File: src/logic/l1d_config.svh
/*
 * Build constants of the l1d data cache.
 * Included by the package and by every module that sizes a port or an array.
 */
`ifndef L1D_CONFIG_SVH
`define L1D_CONFIG_SVH

// Byte address width seen on both the CPU and the memory side
`define L1D_AWID 32

// Geometry of the cache, which is 128 sets of four 64-byte lines
`define L1D_SETS 128
`define L1D_WAYS 4
`define L1D_LINE_WORDS 16

// The tag is the whole line address, so the set index is part of it
`define L1D_TAG_W (`L1D_AWID - 6)

`endif

File: src/logic/l1d_pkg.sv
/*
 * Shared types of the l1d data cache: address views, tag and way numbers,
 * and the controller states. Modules import it inside their bodies.
 */
`default_nettype none

`include "l1d_config.svh"

package l1d_pkg;

  // A full line address, used as the tag
  typedef logic [`L1D_TAG_W-1:0] tag_t;

  // Way number inside a set
  typedef logic [$clog2(`L1D_WAYS)-1:0] way_t;

  // Field view of a byte address, where the set index is the low bits of line
  typedef struct packed {
    tag_t                                line;
    logic [$clog2(`L1D_LINE_WORDS)-1:0]  word;
    logic [1:0]                          byte_sel;
  } addr_fields_t;

  // The request address is read both as a raw word and as fields
  typedef union packed {
    logic [`L1D_AWID-1:0] raw;
    addr_fields_t         f;
  } phys_addr_u;

  // Controller sequence for one request
  typedef enum logic [2:0] {
    IDLE,
    LOOKUP,
    REFILL,
    RFILL_DONE,
    WTHRU
  } ctrl_state_e;

endpackage

`default_nettype wire

File: src/logic/l1d_hit_detect.sv
/*
 * Compares the tag of each way of the set with the request line address.
 * Gives the hit vector, the hit flag and the way that feeds the data path.
 */
`timescale 1ns/1ns
`default_nettype none

`include "l1d_config.svh"

module l1d_hit_detect (
  input  wire                            clk,
  input  wire                            rst_n,
  input  wire l1d_pkg::tag_t [`L1D_WAYS-1:0] way_tags,
  input  wire  [`L1D_WAYS-1:0]           way_valid,
  input  wire  l1d_pkg::tag_t            line_tag,
  output logic [`L1D_WAYS-1:0]           hits,
  output logic                           hit,
  output l1d_pkg::way_t                  rway
);
  import l1d_pkg::*;

  // Way chosen in the last cycle
  way_t prev_rway;

  // A way only matches while its line is valid
  // The full line address is compared, so the index bits are redundant here
  always_comb
  begin
    for (int w = 0; w < `L1D_WAYS; w++)
      hits[w] = way_valid[w] && (way_tags[w] == line_tag);
  end

  assign hit = |hits;

  // The lowest hitting way wins, scanning down so it is assigned last
  // With no hit the previous way is kept and the data path stays put
  always_comb
  begin
    rway = prev_rway;
    for (int w = `L1D_WAYS - 1; w >= 0; w--)
    begin
      if (hits[w])
        rway = way_t'(w);
    end
  end

  always_ff @(posedge clk or negedge rst_n)
  begin
    if (!rst_n)
      prev_rway <= '0;
    else
      prev_rway <= rway;
  end

endmodule

`default_nettype wire

File: config.mk
export PLATFORM = sky130hd
export DESIGN_NAME = l1d_hit_detect
export DESIGN_NICKNAME = d
export VERILOG_FILES = /design/src/logic/l1d_pkg.sv /design/src/logic/l1d_hit_detect.sv
export VERILOG_INCLUDE_DIRS = /design/src /design/src/logic
export SDC_FILE = /design/constraint.sdc
export NUM_CORES = 1
export LEC_CHECK = 0
export BUFFER_PORTS_ARGS = -buffer_cell sky130_fd_sc_hd__buf_2
export CAP_MARGIN = 20
export CORE_ASPECT_RATIO = 1.4
export CORE_UTILIZATION = 30
export CTS_CLUSTER_DIAMETER = 80
export DETAILED_ROUTE_END_ITERATION = 8
export GPL_ROUTABILITY_DRIVEN = 0
export PLACE_DENSITY = 0.7
export SYNTH_ARGS = -nofsm -noshare
export SYNTH_HDL_FRONTEND = slang
export SYNTH_SLANG_ARGS = --single-unit
export TNS_END_PERCENT = 5
File: constraint.sdc
create_clock -name clk -period 6.9 [get_ports clk]
set_clock_uncertainty 0.2 [all_clocks]
set_input_delay 1.38 -clock clk [delete_from_list [all_inputs] [get_ports clk]]
set_output_delay 1.38 -clock clk [all_outputs]
set_load 0.01 [all_outputs]
Yosys cells after proc, flatten, opt, wreduce, memory -nomap -nowiden
Cells that the tools add are included.
Storage, ports and cells
  flip-flop bits (word level): 2
  input bits: 136
  output and inout port bits: 7
Cells by class
  equal/unequal tests: 4
  muxes and demuxes: 4
  reductions and logical operators: 5
Operators by type and width (count)
  26-bit equality test: 4
  2-bit two-way mux: 4
  1-bit logical AND: 4
  4-bit OR reduction: 1

Logic depth before layout (Yosys ltp)
  depth in word-level cells: 6
  gate-level depth with buffers: 6
  gate-level depth less buffers: 5

Least setup slack after synthesis
OpenSTA, ideal clock, no wires.
  path kind: in2out
  from: in line_tag[2]
  to: out rway[0]
  arrival time: 2936 ps
  required time: 5320 ps
  slack: 2384 ps
  stages: 6
  buffers on the path: 1
  cells stage by stage: buf_6 xor2_1 or4_1 and4bb_1 nand4_1 a311oi_1
On the way
  longest elaborated chain between the ends: 6
  elaborated cells on any way between the ends: 12
RTL lines
  from (decl): RTL line l1d_hit_detect.sv:15  | input wire l1d_pkg::tag_t line_tag,
  26-bit equality test: RTL line l1d_hit_detect.sv:30  | hits[w] = way_valid[w] && (way_tags[w] == line_tag);
  1-bit logical AND: RTL line l1d_hit_detect.sv:30
  2-bit two-way mux (3 in series): RTL line l1d_hit_detect.sv:42  | if (hits[w])
  2-bit two-way mux (*): RTL line l1d_hit_detect.sv:42
  to (decl): RTL line l1d_hit_detect.sv:18  | output l1d_pkg::way_t rway
Every way passes the cells marked *; elsewhere a longest branch is shown, timed or not.

Worst setup path in the final report
Ends and elaborated chain as after synthesis.

==> results.md <==
* Hold Vio Cnt, Final at 0
* Synth Net Count at 330
* DRC viols at 0
* Status: complete, no violations
* CP Launch Point: line_tag[2]
* Clk_lat worst skew at 210 ps
* Biggest register: prev_rway
* Seq/Total Area, Yosys at 3.298%
* Reg2Reg Setup Slack at 5880 ps
* Net Switching at 87.49 uW
* Antenna cells at 0
* Total CTS buffers at 3
* First-pass GRT wire length at 9784 um
* Max Slew Vio Count at 0
* Initial Utilization at 31.34%
* Number of synthesized register bits at 2
* Critical path data arrival time at 3150 ps
* H-tree depth at 1
* Flip-flop count of the largest register after layout at 2
* GRT Util Overall at 24.28%
* CTS tree: yes
* Post-cts gate resize count at 0
* CORE AREA at 4842 um^2
* Nets at 474
* Gate power share at 70.8%
* Setup Fix Bufs, Post-CTS at 0
* Largest net degree at the start of global routing at 6
* Via/cell ratio at 5.238
* Syn Std Cell Area at 1518 um^2
* Root buffer cell: clkbuf_8
* Worst Setup Start Kind: input port
* Syn_area_per_cell at 7.823 um^2
* DR pass1 iterations at 4
* Vias in the first global route at 2098
* Final core utilization at 48.14%
* Minimum clock period after layout at 4734 ps
* Max-slew headroom at 62.33%
* Sequential share of power at 5.8%
* RSZ-0062 raised after global routing: false
* Post-route ant nets at 0
* Rows at 30
* Int Pwr at 116.8 uW
* Number of fill cells in the layout at 518
* DR WL/cell at 16.74 um
* Die Y at 86.16 um
* Setup TNS at 0 ps
* DIE AREA at 5352 um^2
* Critical Path End Type: primary output
* Synth warn at 0
* Post-Route WL at 6696 um
* Maxcap violations at 0
* Hold Buf Count CTS at 0
* DP Wirelength at 6058 um
* Antenna violations before repair at 0
* Ports at 143
* Unique masters post-synth at 20
* Max Clock Freq at 211.2 MHz
* Worst Path Max Fanout at 5
* CP required at 5320 ps
* Die Wd at 62.12 um
* CTS Sinks at 2
* Worst hold start: prev_rway[1]$_DFF_PN0_
* Clk pwr share at 23.4%
* Final period util at 68.61%
* Leakage power at 0.001032 uW
* Clock slew at reported path FFs at 30 ps
* Starting DRT DRC Count at 108
* Crit Reg-Reg Startpoint: prev_rway[0]$_DFF_PN0_
* Max VDD drop at 32.91 uV
* Share of cells above drive strength 1 at 43.15%
* Worst Tran Pin Value at 559.9 ps
* Synthesis-to-finish area growth at 53.59%
* Top Registers: prev_rway (2)
* Final setup vio count at 0
* CP Class: in2out
* Synthesized instance count at 194
* PortBufs at 142
* Worst-case clock buffer depth at 2
* Global route overflow at 0
* Via count at 2095
* Worst hold path type: reg2reg
* Pwr dens at 87.66 nW/um^2
* Switching Fraction at 42.82%
cells by family after synthesis:
kind of cell,Yosys count,synth area share [%]
flip-flops,2,3.298
AO/OA/AOI/OAI,3,1.649
buffers and inverters,7,2.226
AND/OR/NAND/NOR,77,32.23
XOR/XNOR,105,60.59
area by class of cell:
| class | count | area (um^2) | area share, % |
|---|---|---|---|
| multi-input combinational | 185 | 1434 | 61.51 |
| tap | 64 | 80.08 | 3.435 |
| sequential | 2 | 50.05 | 2.147 |
| inverter | 4 | 15.01 | 0.6441 |
| clock buffer | 3 | 41.29 | 1.771 |
| timing repair buffer | 142 | 710.7 | 30.49 |
worst paths after layout:
check | to | depth (start not counted)
min in group asynchronous | prev_rway[1]$_DFF_PN0_ | 1
max | rway[0] | 7
max reg2reg | prev_rway[0]$_DFF_PN0_ | 2
min reg2reg | prev_rway[1]$_DFF_PN0_ | 2
max in group asynchronous | prev_rway[0]$_DFF_PN0_ | 1
min | prev_rway[1]$_DFF_PN0_ | 2
per-layer routing:
layer / vias up / track usage (%) / routed length [um]
li1: 1005 / - / -
met1: 959 / 24.51 / 2367
met2: 111 / 46.75 / 3567
met3: 20 / 4.255 / 493
met4: 0 / 13.32 / 267
met5: - / 0 / 0
critical path: stages:
cell and delay [ps]:
buf_2 150, xor2_1 180, or4_1 510, and4bb_1 250
nand4_1 90, a311oi_1 390, buf_2 200
cell usage in the layout (no fill, tap or decap):
cell type  instances
a211oi_1           1
nor4_1            20
nand4bb_1          1
and4_1             2
xor2_1            48
nand3_1            1
nor4b_1            5
or4_1              2
dfrtp_1            2
nor3_1             4
a311oi_1           2
nand4_1           32
clkbuf_8           3
nor2_1             5
nand4b_1           1
xnor2_1           57
inv_1              4
buf_2            142
nand2_1            3
and4bb_1           1
cells in the mapped netlist:
library cell	instances	area, um^2
a211oi_1	1	7.510
a311oi_1	2	17.52
and4_1	2	17.52
and4bb_1	1	12.51
buf_6	1	11.26
clkbuf_1	2	7.510
dfrtp_1	2	50.05
inv_1	4	15.01
nand2_1	3	11.26
nand3_1	1	5.000
nand4_1	32	200.2
nand4b_1	1	8.760
nand4bb_1	1	11.26
nor2_1	5	18.77
nor3_1	4	20.02
nor4_1	20	125.1
nor4b_1	5	43.79
or4_1	2	15.01
xnor2_1	57	499.2
xor2_1	48	420.4
stage by stage:
step / std cells / hold slack [ps] / setup slack [ps] / total power [uW] / area (um^2)
2_1_floorplan: 194 / 379.1 / 2384 / 83.53 / 1518
3_3_place_gp: 397 / 326.6 / 2181 / 154.3 / 2290
3_5_place_dp: 397 / 344.2 / 2165 / 155.6 / 2290
4_1_cts: 400 / 348.9 / 2163 / 205.7 / 2331
5_1_grt: 400 / 366.5 / 2023 / 218.2 / 2331
6_report: 400 / 345.7 / 2166 / 204.3 / 2331
power groups by stage:
stage | Clock, uW | Combinational, uW | Sequential, uW
final | 47.8 | 145 | 11.8
after global routing | 50.7 | 156 | 11.8
after CTS | 49.4 | 144 | 11.8
after detailed placement | 0 | 144 | 11.9
after global placement | 0 | 142 | 11.9
after floorplan | 0 | 71.6 | 11.9
Power figures use the tool's default switching activity.
