### src/logic/l1d_config.svh
/*
 * Build constants of the l1d data cache.
 * Included by the package and by every module that sizes a port or an array.
 */
`ifndef L1D_CONFIG_SVH
`define L1D_CONFIG_SVH

// Byte address width seen on both the CPU and the memory side
`define L1D_AWID 32

// Geometry of the cache, which is 128 sets of four 64-byte lines
`define L1D_SETS 128
`define L1D_WAYS 4
`define L1D_LINE_WORDS 16

// The tag is the whole line address, so the set index is part of it
`define L1D_TAG_W (`L1D_AWID - 6)

`endif

### src/logic/l1d_pkg.sv
/*
 * Shared types of the l1d data cache: address views, tag and way numbers,
 * and the controller states. Modules import it inside their bodies.
 */
`default_nettype none

`include "l1d_config.svh"

package l1d_pkg;

  // A full line address, used as the tag
  typedef logic [`L1D_TAG_W-1:0] tag_t;

  // Way number inside a set
  typedef logic [$clog2(`L1D_WAYS)-1:0] way_t;

  // Field view of a byte address, where the set index is the low bits of line
  typedef struct packed {
    tag_t                                line;
    logic [$clog2(`L1D_LINE_WORDS)-1:0]  word;
    logic [1:0]                          byte_sel;
  } addr_fields_t;

  // The request address is read both as a raw word and as fields
  typedef union packed {
    logic [`L1D_AWID-1:0] raw;
    addr_fields_t         f;
  } phys_addr_u;

  // Controller sequence for one request
  typedef enum logic [2:0] {
    IDLE,
    LOOKUP,
    REFILL,
    RFILL_DONE,
    WTHRU
  } ctrl_state_e;

endpackage

`default_nettype wire

### src/logic/l1d_ctrl.sv
/*
 * Request sequencer of the cache. Registers a CPU strobe, looks it up,
 * refills a missed line in sixteen memory beats, and writes stores through.
 */
`timescale 1ns/1ns
`default_nettype none

`include "l1d_config.svh"

module l1d_ctrl (
  input  wire                                clk,
  input  wire                                rst_n,
  input  wire                                cpu_rd,
  input  wire                                cpu_wr,
  input  wire  [`L1D_AWID-1:0]               cpu_adr,
  input  wire  [31:0]                        cpu_wdata,
  input  wire                                cpu_inv,
  output logic                               busy,
  output logic                               cpu_ack,
  output logic [31:0]                        cpu_rdata,
  output logic                               cpu_hit,
  output logic                               mem_req,
  output logic                               mem_we,
  output logic [`L1D_AWID-1:0]               mem_adr,
  output logic [31:0]                        mem_wdata,
  input  wire                                mem_ack,
  input  wire  [31:0]                        mem_rdata,
  output logic [$clog2(`L1D_SETS)-1:0]       index,
  output l1d_pkg::tag_t                      line_tag,
  input  wire                                hit,
  input  wire  l1d_pkg::way_t                rway,
  input  wire  l1d_pkg::way_t                victim,
  output logic                               fill,
  output l1d_pkg::way_t                      fill_way,
  output logic                               inv_all,
  output logic                               touch,
  output l1d_pkg::way_t                      touch_way,
  output logic                               d_rd,
  output logic                               d_wr,
  output l1d_pkg::way_t                      d_way,
  output logic [$clog2(`L1D_LINE_WORDS)-1:0] d_word,
  output logic [31:0]                        d_wdata,
  input  wire  [31:0]                        d_rdata
);
  import l1d_pkg::*;

  localparam int IDX_W  = $clog2(`L1D_SETS);
  localparam int WORD_W = $clog2(`L1D_LINE_WORDS);

  ctrl_state_e       state;
  phys_addr_u        req;
  logic [31:0]       wdata_q;
  logic              is_wr;
  logic [WORD_W-1:0] beat;
  way_t              fill_way_q;
  logic              beat_ack;
  logic              last_beat;

  // ============================================================
  // Request capture
  // ============================================================

  // Address and store data are only taken when the cache is free
  always_ff @(posedge clk)
  begin
    if (state == IDLE && (cpu_rd || cpu_wr))
    begin
      req.raw <= cpu_adr;
      wdata_q <= cpu_wdata;
    end
  end

  // ============================================================
  // State machine
  // ============================================================

  always_ff @(posedge clk or negedge rst_n)
  begin
    if (!rst_n)
    begin
      state      <= IDLE;
      is_wr      <= 1'b0;
      beat       <= '0;
      fill_way_q <= '0;
      mem_req    <= 1'b0;
      cpu_ack    <= 1'b0;
      cpu_hit    <= 1'b0;
    end
    else
    begin
      cpu_ack <= 1'b0;
      case (state)
        IDLE:
          if (cpu_rd || cpu_wr)
          begin
            is_wr <= cpu_wr;
            state <= LOOKUP;
          end
        LOOKUP:
        begin
          // The hit result is reported later with the acknowledge
          cpu_hit    <= hit;
          fill_way_q <= victim;
          beat       <= '0;
          if (is_wr)
            state <= WTHRU;
          else if (hit)
          begin
            cpu_ack <= 1'b1;
            state   <= IDLE;
          end
          else
            state <= REFILL;
        end
        REFILL:
          // Request low for a cycle between beats, then the next word
          if (!mem_req)
            mem_req <= 1'b1;
          else if (mem_ack)
          begin
            mem_req <= 1'b0;
            beat    <= beat + 1'b1;
            if (last_beat)
              state <= RFILL_DONE;
          end
        RFILL_DONE:
        begin
          // Requested word is read this cycle and shows up with the ack
          cpu_ack <= 1'b1;
          state   <= IDLE;
        end
        WTHRU:
          if (!mem_req)
            mem_req <= 1'b1;
          else if (mem_ack)
          begin
            mem_req <= 1'b0;
            cpu_ack <= 1'b1;
            state   <= IDLE;
          end
        default:
          state <= IDLE;
      endcase
    end
  end

  // ============================================================
  // Datapath steering
  // ============================================================

  always_comb
  begin
    busy      = (state != IDLE);
    index     = req.f.line[IDX_W-1:0];
    line_tag  = req.f.line;
    beat_ack  = (state == REFILL) && mem_req && mem_ack;
    last_beat = (beat == WORD_W'(`L1D_LINE_WORDS - 1));

    // Tag and valid go in with the last refill word
    fill     = beat_ack && last_beat;
    fill_way = fill_way_q;
    inv_all  = cpu_inv && !busy;

    // Any hit or a completed refill marks the way as recently used
    touch     = fill || (state == LOOKUP && hit);
    touch_way = (state == REFILL) ? fill_way_q : rway;

    // Reads on a read hit and after a refill, writes per beat and on a write hit
    d_rd    = (state == LOOKUP && !is_wr && hit) || (state == RFILL_DONE);
    d_wr    = beat_ack || (state == LOOKUP && is_wr && hit);
    d_way   = (state == LOOKUP) ? rway : fill_way_q;
    d_word  = (state == REFILL) ? beat : req.f.word;
    d_wdata = (state == REFILL) ? mem_rdata : wdata_q;

    // Memory side uses word-aligned addresses
    mem_we    = (state == WTHRU);
    mem_adr   = {req.f.line, (mem_we ? req.f.word : beat), 2'b00};
    mem_wdata = wdata_q;
    cpu_rdata = d_rdata;
  end

endmodule

`default_nettype wire

### config.mk
export PLATFORM = sky130hd
export DESIGN_NAME = l1d_ctrl
export DESIGN_NICKNAME = d
export VERILOG_FILES = /design/src/logic/l1d_pkg.sv /design/src/logic/l1d_ctrl.sv
export VERILOG_INCLUDE_DIRS = /design/src /design/src/logic
export SDC_FILE = /design/constraint.sdc
export NUM_CORES = 1
export LEC_CHECK = 0
export BUFFER_PORTS_ARGS = -buffer_cell sky130_fd_sc_hd__buf_2
export CAP_MARGIN = 20
export CORE_AREA = 5 5 123 125
export DETAILED_ROUTE_END_ITERATION = 8
export DIE_AREA = 0 0 128 130
export PLACE_DENSITY = 0.62
export SLEW_MARGIN = 20
export SYNTH_ARGS = -nofsm -noshare
export SYNTH_HDL_FRONTEND = slang
export SYNTH_SLANG_ARGS = --single-unit
export TNS_END_PERCENT = 20
### constraint.sdc
create_clock -name clk -period 8.85 [get_ports clk]
set_clock_uncertainty 0.1 [all_clocks]
set_input_delay 1.77 -clock clk [delete_from_list [all_inputs] [get_ports clk]]
set_output_delay 1.77 -clock clk [all_outputs]
set_load 0.02 [all_outputs]
## Word-level counts from Yosys, hierarchy flattened

Cells that the tools add are included.

- Output and inout bits: 181
- Input port bits: 139
- Memories: 0
- Logic and storage cells: 68
- RAM bits: 0
- Register bits: 77
- Latch bits: 0
- Memory bits (read-only): 0

- Add/subtract/negate cells: 1
- Eq/ne operators: 11
- Magnitude comparators: 0
- Shift-type cells: 0
- Multipliers: 0
- Bitwise operators: 0
- Div/mod/pow operators: 0
- Mux-type cells: 24
- Reductions and logical operators: 23

Operators with widths:

| operator | count |
|---|---|
| $mux 32 | 1 |
| $mux 3 | 7 |
| $mux 4 | 4 |
| $pmux 3 s4 | 1 |
| $logic_and 1x1->1 | 10 |
| $ne 2x2->1 const B | 4 |
| $pmux 4 s2 | 1 |
| $eq 3x2->1 const B | 2 |
| $mux 1 | 6 |
| $mux 2 | 3 |
| $reduce_and 6->1 | 1 |
| $add 4x1->4 const B | 1 |
| $eq 4x4->1 const B | 1 |
| $logic_or 1x1->1 | 4 |
| $ne 2x1->1 const B | 2 |
| $eq 3x1->1 const B | 1 |
| $eq 3x3->1 const B | 1 |
| $logic_not 3->1 | 1 |
| $pmux 1 s3 | 1 |
| $reduce_and 3->1 | 1 |
| $reduce_bool 3->1 | 1 |
| $logic_not 1->1 | 2 |
| $reduce_and 2->1 | 1 |
| $reduce_bool 2->1 | 1 |
| $reduce_or 2->1 | 1 |

## Depth between registers and ports, before layout

Gate-level depths: netlist of run 1.

- Depth in word-level cells: 5
- Gate-level depth with buffers: 5
- Depth with buffers taken out: 4

## Least setup slack after synthesis of run 1

OpenSTA, ideal clock, no wires.

- Path kind: input -> register
- Start: input cpu_wr
- End: register wdata_q[0], in the netlist mem_wdata[0], enable pin
- Path buffers: 0
- Setup slack: 3.836 ns
- Setup time: 0.484 ns
- Stages on the path: 2
- Required time: 8.266 ns
- Arrival time: 4.430 ns
- Cells stage by stage: nor2_1 -> nor2_1

- Longest elaborated chain between the ends: 2

Ends and longest elaborated chain:

| item | RTL line | source |
|---|---|---|
| start: declaration | l1d_ctrl.sv:14 | `input wire cpu_wr,` |
| $logic_or 1x1->1 | l1d_ctrl.sv:66 | `if (state == IDLE && (cpu_rd \|\| cpu_wr))` |
| $logic_and 1x1->1 | l1d_ctrl.sv:66 |  |
| end signal: assignment | l1d_ctrl.sv:69 | `wdata_q <= cpu_wdata;` |
| end: declaration | l1d_ctrl.sv:52 | `logic [31:0] wdata_q;` |

No other way between the ends.
A chain may end at the register's enable or synchronous reset.

## Final worst setup path of run 1

- Start: register state[1]
- End: output touch

- Longest elaborated chain between the ends: 5
- Elaborated cells between the ends (all ways): 7
- Those cells by class: eq/ne (2); reduce/logical (5)

Ends and longest elaborated chain:

| item | RTL line | source |
|---|---|---|
| start: declaration | l1d_ctrl.sv:50 | `ctrl_state_e state;` |
| start signal: assignment | l1d_ctrl.sv:81 | `state <= IDLE;` |
| start signal: assignment | l1d_ctrl.sv:97 | `state <= LOOKUP;` |
| start signal: assignment | l1d_ctrl.sv:106 | `state <= WTHRU;` |
| $eq 3x2->1 | l1d_ctrl.sv:156 | `beat_ack = (state == REFILL) && mem_req && mem_ack;` |
| $logic_and 1x1->1 (2 in series) | l1d_ctrl.sv:156 |  |
| $logic_and 1x1->1 | l1d_ctrl.sv:160 | `fill = beat_ack && last_beat;` |
| $logic_or 1x1->1 * | l1d_ctrl.sv:165 | `touch = fill \|\| (state == LOOKUP && hit);` |
| end: declaration | l1d_ctrl.sv:36 | `output logic touch,` |

Every way passes the cells marked *; elsewhere a longest branch is shown, timed or not.

==> results of run 1 <==
-- worst min-delay path by stage --
stage / startpoint / end / slack (ns) / cells past startpoint
finish: cpu_hit$_DFFE_PN0N_ / cpu_hit$_DFFE_PN0N_ / 0.38 / 2
global route: cpu_hit$_DFFE_PN0N_ / cpu_hit$_DFFE_PN0N_ / 0.44 / 2
CTS: cpu_hit$_DFFE_PN0N_ / cpu_hit$_DFFE_PN0N_ / 0.39 / 2
detailed placement: cpu_hit$_DFFE_PN0N_ / cpu_hit$_DFFE_PN0N_ / 0.37 / 2
global placement: cpu_hit$_DFFE_PN0N_ / cpu_hit$_DFFE_PN0N_ / 0.37 / 2
floorplan: is_wr$_DFFE_PN0P_ / is_wr$_DFFE_PN0P_ / 0.39 / 1
-- layer usage --
metal | share of wire | vias up
li1 | - | 1200
met1 | 0.33 | 1201
met2 | 0.52 | 148
met3 | 0.094 | 46
met4 | 0.053 | 0
met5 | 0 | -
-- cell usage in the layout, fill, tap and decap left out, types with 3 or more instances in the layout --
master / netlist / final
buf_2: 1 / 251
edfxtp_1: 62 / 62
mux2_2: 42 / 42
nand2_1: 18 / 18
dfrtp_1: 13 / 13
clkbuf_16: 0 / 9
nand3_1: 5 / 5
nor2_1: 6 / 5
mux2i_1: 4 / 4
inv_1: 3 / 3
o21ai_0: 3 / 3
bufinv_16: 0 / 3
-- critical path, stage by stage (launching register included) --
cell	delay [ns]
dfrtp_1	0.50
nor3b_4	0.54
buf_4	0.50
nand3_1	0.33
o21ai_0	0.24
buf_2	0.19
-- kinds of logic after synthesis --
| group | synth area share |
|---|---|
| xor+xnor | 0.002333 |
| compound gates | 0.02000 |
| buf+inv | 0.2033 |
| simple gates | 0.05098 |
| other cells | 0.0009987 |
| mux | 0.1366 |
| flops | 0.5825 |
| fa+ha+maj | 0.003332 |
-- sequential cells by signal (all words and copies together) (netlist names) --
| name | count |
|---|---|
| fill_way | 2 |
| state | 3 |
| cpu_ack | 1 |
| is_wr | 1 |
| mem_req | 1 |
| beat | 4 |
| cpu_hit | 1 |
| req | 30 |
| mem_wdata | 32 |
-- layout make-up --
cell class                 count  area share
inverter                       3    0.002321
clock buffer                   9     0.04643
tap                          180     0.04643
clock inverter                 7     0.02373
sequential                    75      0.4509
multi-input combinational     99      0.1682
timing repair buffer         253      0.2621
-- where the power goes --
group	switching, uW	internal, uW	total, uW
combinational	590	297	887
sequential	79.4	546	625
clock	148	275	423
-- through the flow --
| stage | cells | total power [uW] |
|---|---|---|
| 3_3_place_gp | 610 | 1529 |
| 4_1_cts | 626 | 1979 |
| 6_report | 626 | 1935 |
| 5_1_grt | 626 | 2042 |
| 2_1_floorplan | 278 | 1340 |
| 3_5_place_dp | 610 | 1542 |
==> results.toml, run 1 <==
[run_status]
status = "complete, no violations"

[min_path]
hold_path_class = "flip-flop to flip-flop"

[cells_and_area]
multiInputGateArea_sq_um = 815.8
n_fill_cell = 1395
final_area_sq_um = 4851
layout-drive-gt1-share = 0.7040
finish.utilization = 0.3522
areaGrowthSynthToFinish_pct = 29.19
regArea_sq_um = 2187
nets = 581
diodes = 0

[synthesis]
synth-async-reset-ratio = 0.1733
syn_area_per_cell_sq_um = 13.56
ys_top_cells_by_count = "99 x buf_4, 62 x edfxtp_1, 42 x mux2_2"
ys_seq_area_frac = 0.5825
yosys-top-cells-area = "edfxtp_1 50%, buf_4 20%, mux2_2 13%"
ys_warn_count = 0
synth_top_area_share = 0.4958
synth_area_sq_um = 3755
synth.distinct_cells = 30
yosys.cell_count.top_type = "buf_4"
synth_seq_cells = 75
syn_inst = 277
synth_edf_count = 62
yosys.area.top_type = "edfxtp_1"
ys.flop_type = "edfxtp_1"

[drt]
ant_nets = 0
wl_per_cell_microns = 17.96
viasPerCell = 4.145
firstDrtPassIters = 4
wirelength_mm = 11.24
vias = 2595
drcViolationCount = 0
drtIter0Drc = 121

[placed_design]
dp_slack_ns = 4.382
place_area_sq_um = 4511
place.gp.congestion = 0.7668
post-dp-hpwl_mm = 9.017
io_buffers = 251

[floorplan]
design.portCount = 320
rows = 43
die_x_microns = 128
initial_core_util = 0.2726
die_area_sq_um = 16640
coreArea_sq_um = 13770
die_y_microns = 130

[timing]
rsz0062_at_grt = "no"
fmax_mhz = 219.5
slew_violations = 0
post-route-period-util = 0.5147
tightest_slew_ns = 0.8338
setup_slack_ns = 4.295
post-route-min-period_ns = 4.555
finalHoldViolCount = 0
tns_ns = 0
slew_headroom = 0.4441
hold_slack_ns = 0.3786
setup_viol = 0

[job]
drv_cap = 0

[global_route]
grtUsageTotal = 0.1263
antenna_found_initial = 0
grt_pass1_wl_mm = 15.48
grt.overflow.total = 0
grt_max_degree = 63
grt_util_met1 = 0.1301
busiest_layer = "met2"
use_met2 = 0.2166
grt_pass1_vias = 2721
grtUsageMet3 = 0.03889

[worst_setup_path]
r2r_slack_ns = 6.51
worstSetupEndpointType = "primary output"
reg2reg_depth = 4
crit_path_end = "touch"
reg2reg_from = "state[1]$_DFFE_PN0P_"
worstPathArrival_ns = 2.69
crit_required_ns = 6.98
reg2reg_to = "beat[1]$_DFFE_PN0P_"
critPathKind = "flip-flop to primary output"
worstPathMaxFanout = 35
cp-start-kind = "flip-flop"
crit_start = "state[1]$_DFFE_PN0P_"

[clocking]
cts_tree = "yes"
worst_skew_pair.late_latency_ns = 0.33
post_cts_resized = 0
post-cts-setup-buffer-count = 0
cts_buffers = 9
h-tree-depth = 3
root_buffer = "clkbuf_16"
clk_path_buf_depth = 2
cts_sinks = 75
clk_pin_slew_ns = 0.06
hold_buffers = 0

[pwr]
vdd_drop_max_v = 0.0001621
power.density_nw_per_um2 = 398.9
leakagePower_uw = 0.002276
Power figures use the tool's default switching activity.
==> inputs of run 2 (changes only) <==
Settings changed: ABC_AREA set to 1, CORE_AREA 5 5 123 125 to 5 5 120 122, DIE_AREA 0 0 128 130 to 0 0 125 127, PLACE_DENSITY 0.62 to 0.65.
Clock period 8.85 ns to 4.2 ns, I/O delays scaled along.
==> run 2 against run 1 <==
Effect of this change:
- sequential share of layout area about the same
- clock-buffer cell count unchanged
- critical path depth increased by 1
- sequential power is 100% higher
- first-iteration DRC count increased by 32%
- flip-flop and latch count is the same
- critical endpoint is now touch_way[1]
- largest power group unchanged
==> results.toml, run 2 <==
[global_route]
grt.overflow.total = 0
grt_pass1_wl_mm = 16.62
grt_max_degree = 38
antenna_found_initial = 1
grtUsageTotal = 0.1358
grt_pass1_vias = 3164

[drt]
wirelength_mm = 11.20
viasPerCell = 4.216
drcViolationCount = 0
wl_per_cell_microns = 15.54
drtIter0Drc = 160
ant_nets = 0
firstDrtPassIters = 4
vias = 3040

[synthesis]
synth_area_sq_um = 3765
synth_edf_count = 62
yosys.cell_count.top_type = "nand2_1"
synthAdderAreaFrac = 0.003323
synth_seq_cells = 75
syn_area_per_cell_sq_um = 10.07
ys.flop_type = "edfxtp_1"
ys_seq_area_frac = 0.5809
yosys-top-cells-area = "edfxtp_1 49%, buf_4 19%, nand2_1 14%"
synth_top_area_share = 0.4945
ys_top_cells_by_count = "137 x nand2_1, 96 x buf_4, 62 x edfxtp_1"
yosys.area.top_type = "edfxtp_1"
ys_warn_count = 0
synth-async-reset-ratio = 0.1733
synth_compound_area_frac = 0.02526
synth_top_family_by_area = "buffers and inverters"
synth.distinct_cells = 22
synth_xor_area_frac = 0.002326
synth-simple-area-share = 0.1708
syn_inst = 374
muxShareOfSynthArea = 0

[timing]
fmax_mhz = 339.9
post-route-period-util = 0.7006
slew_violations = 0
rsz0062_at_grt = "no"
finalHoldViolCount = 0
post-route-min-period_ns = 2.942
setup_viol = 0
tns_ns = 0

[worst_setup_path]
critPathKind = "flip-flop to primary output"
worstSetupEndpointType = "primary output"
crit_path_max_incr_delay_ns = 0.44
crit_required_ns = 3.26
cp-start-kind = "flip-flop"
slowest_stage = "dfrtp_1"
worstPathMaxFanout = 37
worstPathArrival_ns = 2.00
worstPathCellList = "nor2_4 > nand2_4 > inv_4 > nand2_1 > o21ai_0 > buf_2"

[clocking]
root_buffer = "clkbuf_16"
clk_pin_slew_ns = 0.06
cts_buffers = 9
post_cts_resized = 0
worst_skew_pair.late_latency_ns = 0.34
cts_tree = "yes"
post-cts-setup-buffer-count = 0
clk_path_buf_depth = 2
hold_buffers = 0
h-tree-depth = 3
cts_sinks = 75

[floorplan]
initial_core_util = 0.2877
die_y_microns = 127
die_x_microns = 125
rows = 42
design.portCount = 320
die_area_sq_um = 15880
coreArea_sq_um = 13090

[placed_design]
place.gp.congestion = 0.8317
io_buffers = 251
dp_cells = 705
post-dp-hpwl_mm = 8.884

[cells_and_area]
nets = 680
largest_register_ffs = 32
n_fill_cell = 1331
diodes = 0
final_common_cell = "buf_2"
final_cell_mix = "251 x buf_2, 137 x nand2_1, 62 x edfxtp_1, 14 x inv_1, 13 x dfrtp_1"
finalNonFillerCells = 721
areaGrowthSynthToFinish_pct = 28.88
layout-drive-gt1-share = 0.5156
finish.utilization = 0.3708

[min_path]
hold_path_class = "input port to asynchronous set/reset pin"

[pwr]
vdd_drop_max_v = 0.0003503
power.density_nw_per_um2 = 791.8
leakagePower_uw = 0.002483

[run_status]
status = "complete, no violations"

[job]
drv_cap = 0
-- run 2: cell types whose count changed in the layout (fill, tap and decap cells not counted), moves of 2 or more --
cell / delta
nor2_1: +4
mux2_2: -42
nand2_1: +119
mux2i_1: -4
nand3_2: +2
a21oi_1: -2
o21ai_0: +5
o21ai_1: +8
inv_1: +11
clkinvlp_4: +2
inv_2: +4
-- run 2: final timing paths --
check                      cells after the start                     end  slack (ns)            startpoint
max                                            6            touch_way[1]        1.26  state[2]$_DFFE_PN0P_
min                                            1     mem_req$_DFFE_PN0P_        0.29                 rst_n
max reg2reg                                    4  mem_wdata[5]$_DFFE_PP_        2.30  state[2]$_DFFE_PN0P_
min reg2reg                                    2     cpu_hit$_DFFE_PN0N_        0.38   cpu_hit$_DFFE_PN0N_
max in group asynchronous                      1     beat[3]$_DFFE_PN0P_        3.47                 rst_n
min in group clk                               2     cpu_hit$_DFFE_PN0N_        0.38   cpu_hit$_DFFE_PN0N_
-- run 2: power by group --
part | total (uW) | internal [uW] | leakage, uW | switching (uW)
combinational | 1730 | 500 | 0.00158 | 1230
clock | 846 | 523 | 0.000148 | 323
sequential | 1270 | 1120 | 0.000759 | 146
-- run 2: area by class of cell --
cell class | count | area (sq um) | share of cell area
Sequential cell | 75 | 2187 | 0.4507
Timing Repair Buffer | 254 | 1279 | 0.2635
Multi-Input combinational cell | 181 | 767.0 | 0.1581
Clock buffer | 9 | 225.2 | 0.04642
Tap cell | 176 | 220.2 | 0.04538
Clock inverter | 7 | 100.1 | 0.02063
Inverter | 19 | 73.82 | 0.01521
-- run 2: cells by family (layout without fill, tap and decap cells) --
group / count (synthesis) / in the layout
buffers and inverters: 119 / 289
AOI/OAI and AO/OA: 18 / 18
xor gates and xnor gates: 1 / 1
adders and majority gates: 1 / 1
other: 1 / 2
DFF: 75 / 75
and+or+nand+nor: 159 / 159
-- run 2: critical path, delay by kind of cell, from the launching register on --
| kind | cells | cell delay, ns |
|---|---|---|
| and+or+nand+nor | 3 | 0.51 |
| buffers and inverters | 2 | 0.60 |
| AOI/OAI and AO/OA | 1 | 0.08 |
| DFF | 1 | 0.44 |
-- run 2: through the flow --
| step | setup WS [ns] | hold slack, ns | total power (uW) | instance area (sq um) |
|---|---|---|---|---|
| floorplan | 1.450 | 0.3985 | 2627 | 3769 |
| global placement | 1.623 | 0.3623 | 3020 | 4527 |
| detailed placement | 1.584 | 0.3666 | 3036 | 4527 |
| CTS | 1.210 | 0.2772 | 3907 | 4852 |
| global route | 1.089 | 0.2990 | 4070 | 4852 |
| finish | 1.258 | 0.2855 | 3842 | 4852 |
-- run 2: metal layers --
layer  vias up  global-route usage  part of all wire
met4         2             0.09821             0.052
met2       150              0.2300              0.50
met1      1403              0.1418              0.36
met3        52             0.04508             0.092
met5         -                   0           0.00062
li1       1433                   -                 -
==> inputs of run 3 (changes only) <==
Settings changed: ABC_AREA 1 to 0.
Clock period 4.2 ns to 2.75 ns, I/O delays scaled along.
==> run 3 against run 2 <==
Effect of this change:
- flip-flop and latch count unchanged
- global-route usage decreased by 0.93 points
- non-clock buffer count increased by 3
- total power increased by 63%
- hold slack improved by 0.0054 ns
- clock power increased by 57%
- final cell count decreased by 13%
- routed wire length decreased by 6.7%
- critical path depth decreased by 2
- critical path type unchanged
- largest power group unchanged
==> results.toml, run 3 (synthesis results as in run 1) <==
[cells_and_area]
final_cell_mix = "251 x buf_2, 62 x edfxtp_1, 42 x mux2_2, 18 x nand2_1, 12 x dfrtp_1"
final_area_sq_um = 4906
nets = 585
regArea_sq_um = 2188
diodes = 0
areaGrowthSynthToFinish_pct = 30.66
final_common_cell = "buf_2"
largest_register_ffs = 32
layout-drive-gt1-share = 0.7067
multiInputGateArea_sq_um = 815.8
n_fill_cell = 1281

[min_path]
holdPathStages = 1
whs_endpoint = "req[14]$_DFFE_PP_"
hold_start = "cpu_adr[14]"
hold_path_class = "input port to flip-flop"

[timing]
finalHoldViolCount = 0
setup_viol = 0
slew_violations = 0
tns_ns = 0
tightest_slew_ns = 0.5930
post-route-period-util = 0.9471
rsz0062_at_grt = "no"
hold_slack_ns = 0.2909
slew_headroom = 0.6030
fmax_mhz = 384.0
post-route-min-period_ns = 2.604

[floorplan]
die_x_microns = 125
die_y_microns = 127
coreArea_sq_um = 13090
design.portCount = 320
initial_core_util = 0.2870
die_area_sq_um = 15880
rows = 42

[global_route]
antenna_found_initial = 0
grt_pass1_wl_mm = 15.54
grt_pass1_vias = 2913
grt_max_degree = 63
grtUsageTotal = 0.1265
grt.overflow.total = 0

[clocking]
clk_path_buf_depth = 2
worst_skew_pair.late_latency_ns = 0.33
root_buffer = "clkbuf_16"
cts_tree = "yes"
cts_buffers = 9
h-tree-depth = 3
clk_pin_slew_ns = 0.06
cts_sinks = 75

[worst_setup_path]
cp-start-kind = "flip-flop"
r2r_slack_ns = 0.77
critPathKind = "flip-flop to primary output"
worstPathMaxFanout = 34
worstPathArrival_ns = 1.95
reg2reg_depth = 4
reg2reg_to = "req[23]$_DFFE_PP_"
worstSetupEndpointType = "primary output"
crit_required_ns = 2.10
crit_start = "state[2]$_DFFE_PN0P_"
reg2reg_from = "state[0]$_DFFE_PN0P_"

[job]
drv_cap = 0

[pwr]
power.total_uw = 6259
vdd_drop_max_v = 0.0006604
power.density_nw_per_um2 = 1276
leakagePower_uw = 0.002305

[drt]
ant_nets = 0
vias = 2591
wl_per_cell_microns = 16.70
wirelength_mm = 10.45
drtIter0Drc = 89
drcViolationCount = 0
viasPerCell = 4.139
firstDrtPassIters = 4

[run_status]
status = "complete, no violations"

[placed_design]
io_buffers = 251
place_area_sq_um = 4546
post-dp-hpwl_mm = 8.418
place.gp.congestion = 0.7792
run 3: cell types whose count changed in the layout (fill, tap and decap cells not counted), sizes merged, moves of 4 or more:
| cell | before | now |
|---|---|---|
| nand2 | 139 | 18 |
| inv | 20 | 3 |
| mux2i | 0 | 4 |
| o21ai | 16 | 3 |
| mux2 | 0 | 42 |
| nor2 | 11 | 6 |
run 3: per-stage QoR:
stage,worst slack [ns],cells,utilization
floorplan,0.2427,278,-
global placement,0.4082,608,0.3474
detailed placement,0.3572,608,0.3474
CTS,0.04666,626,0.3748
global route,0.009541,626,0.3749
finish,0.1455,626,0.3749
run 3: where the power goes:
part	total [uW]	internal, uW	switching, uW
Combinational	2910	1020	1900
Sequential	2010	1750	259
Clock	1330	884	449
Total	6260	3650	2610
run 3: how the worst max path moves through the flow:
stage | endpoint | slack [ns] | cells after the start
after floorplan | mem_wdata[0]$_DFFE_PP_ | 0.24 | 4
after global placement | d_wdata[10] | 0.41 | 4
after detailed placement | d_wdata[10] | 0.36 | 4
after CTS | d_wdata[10] | 0.05 | 4
after global routing | mem_adr[2] | 0.01 | 3
final | d_wdata[10] | 0.15 | 4
run 3: cell type report:
type,count,area share
flip-flops and latches,75,0.4461
repair buffers,257,0.2708
multi-input cells,99,0.1663
clock buffers,9,0.04591
well taps,176,0.04489
clock inverters,7,0.02372
inverters,3,0.002295
run 3: layer usage:
| metal | GRT usage | wire length, microns | vias to the layer above | share of wire |
|---|---|---|---|---|
| met3 | 0.04800 | 1005 | 46 | 0.096 |
| met1 | 0.1361 | 3753 | 1191 | 0.36 |
| li1 | - | - | 1209 | - |
| met5 | 0 | 0 | - | 0 |
| met2 | 0.2167 | 5310 | 145 | 0.51 |
| met4 | 0.06760 | 383 | 0 | 0.037 |
run 3: worst max-delay path, stage by stage (launching register included):
cell and delay, ns:
dfrtp_1 0.47, nor3b_4 0.35, buf_12 0.26, mux2_2 0.37, buf_2 0.16
run 3: what timing repair did:
| action | 4_1_cts | 5_1_grt |
|---|---|---|
| buffers inserted | 1 | 0 |
| hold buffers | 1 | 0 |
| resized for setup | 0 | 1 |
| pin swaps | 0 | 0 |
| cloned | 0 | 0 |
| hold endpoints to repair | 13 | 0 |
| setup endpoints to repair | 8 | 2 |
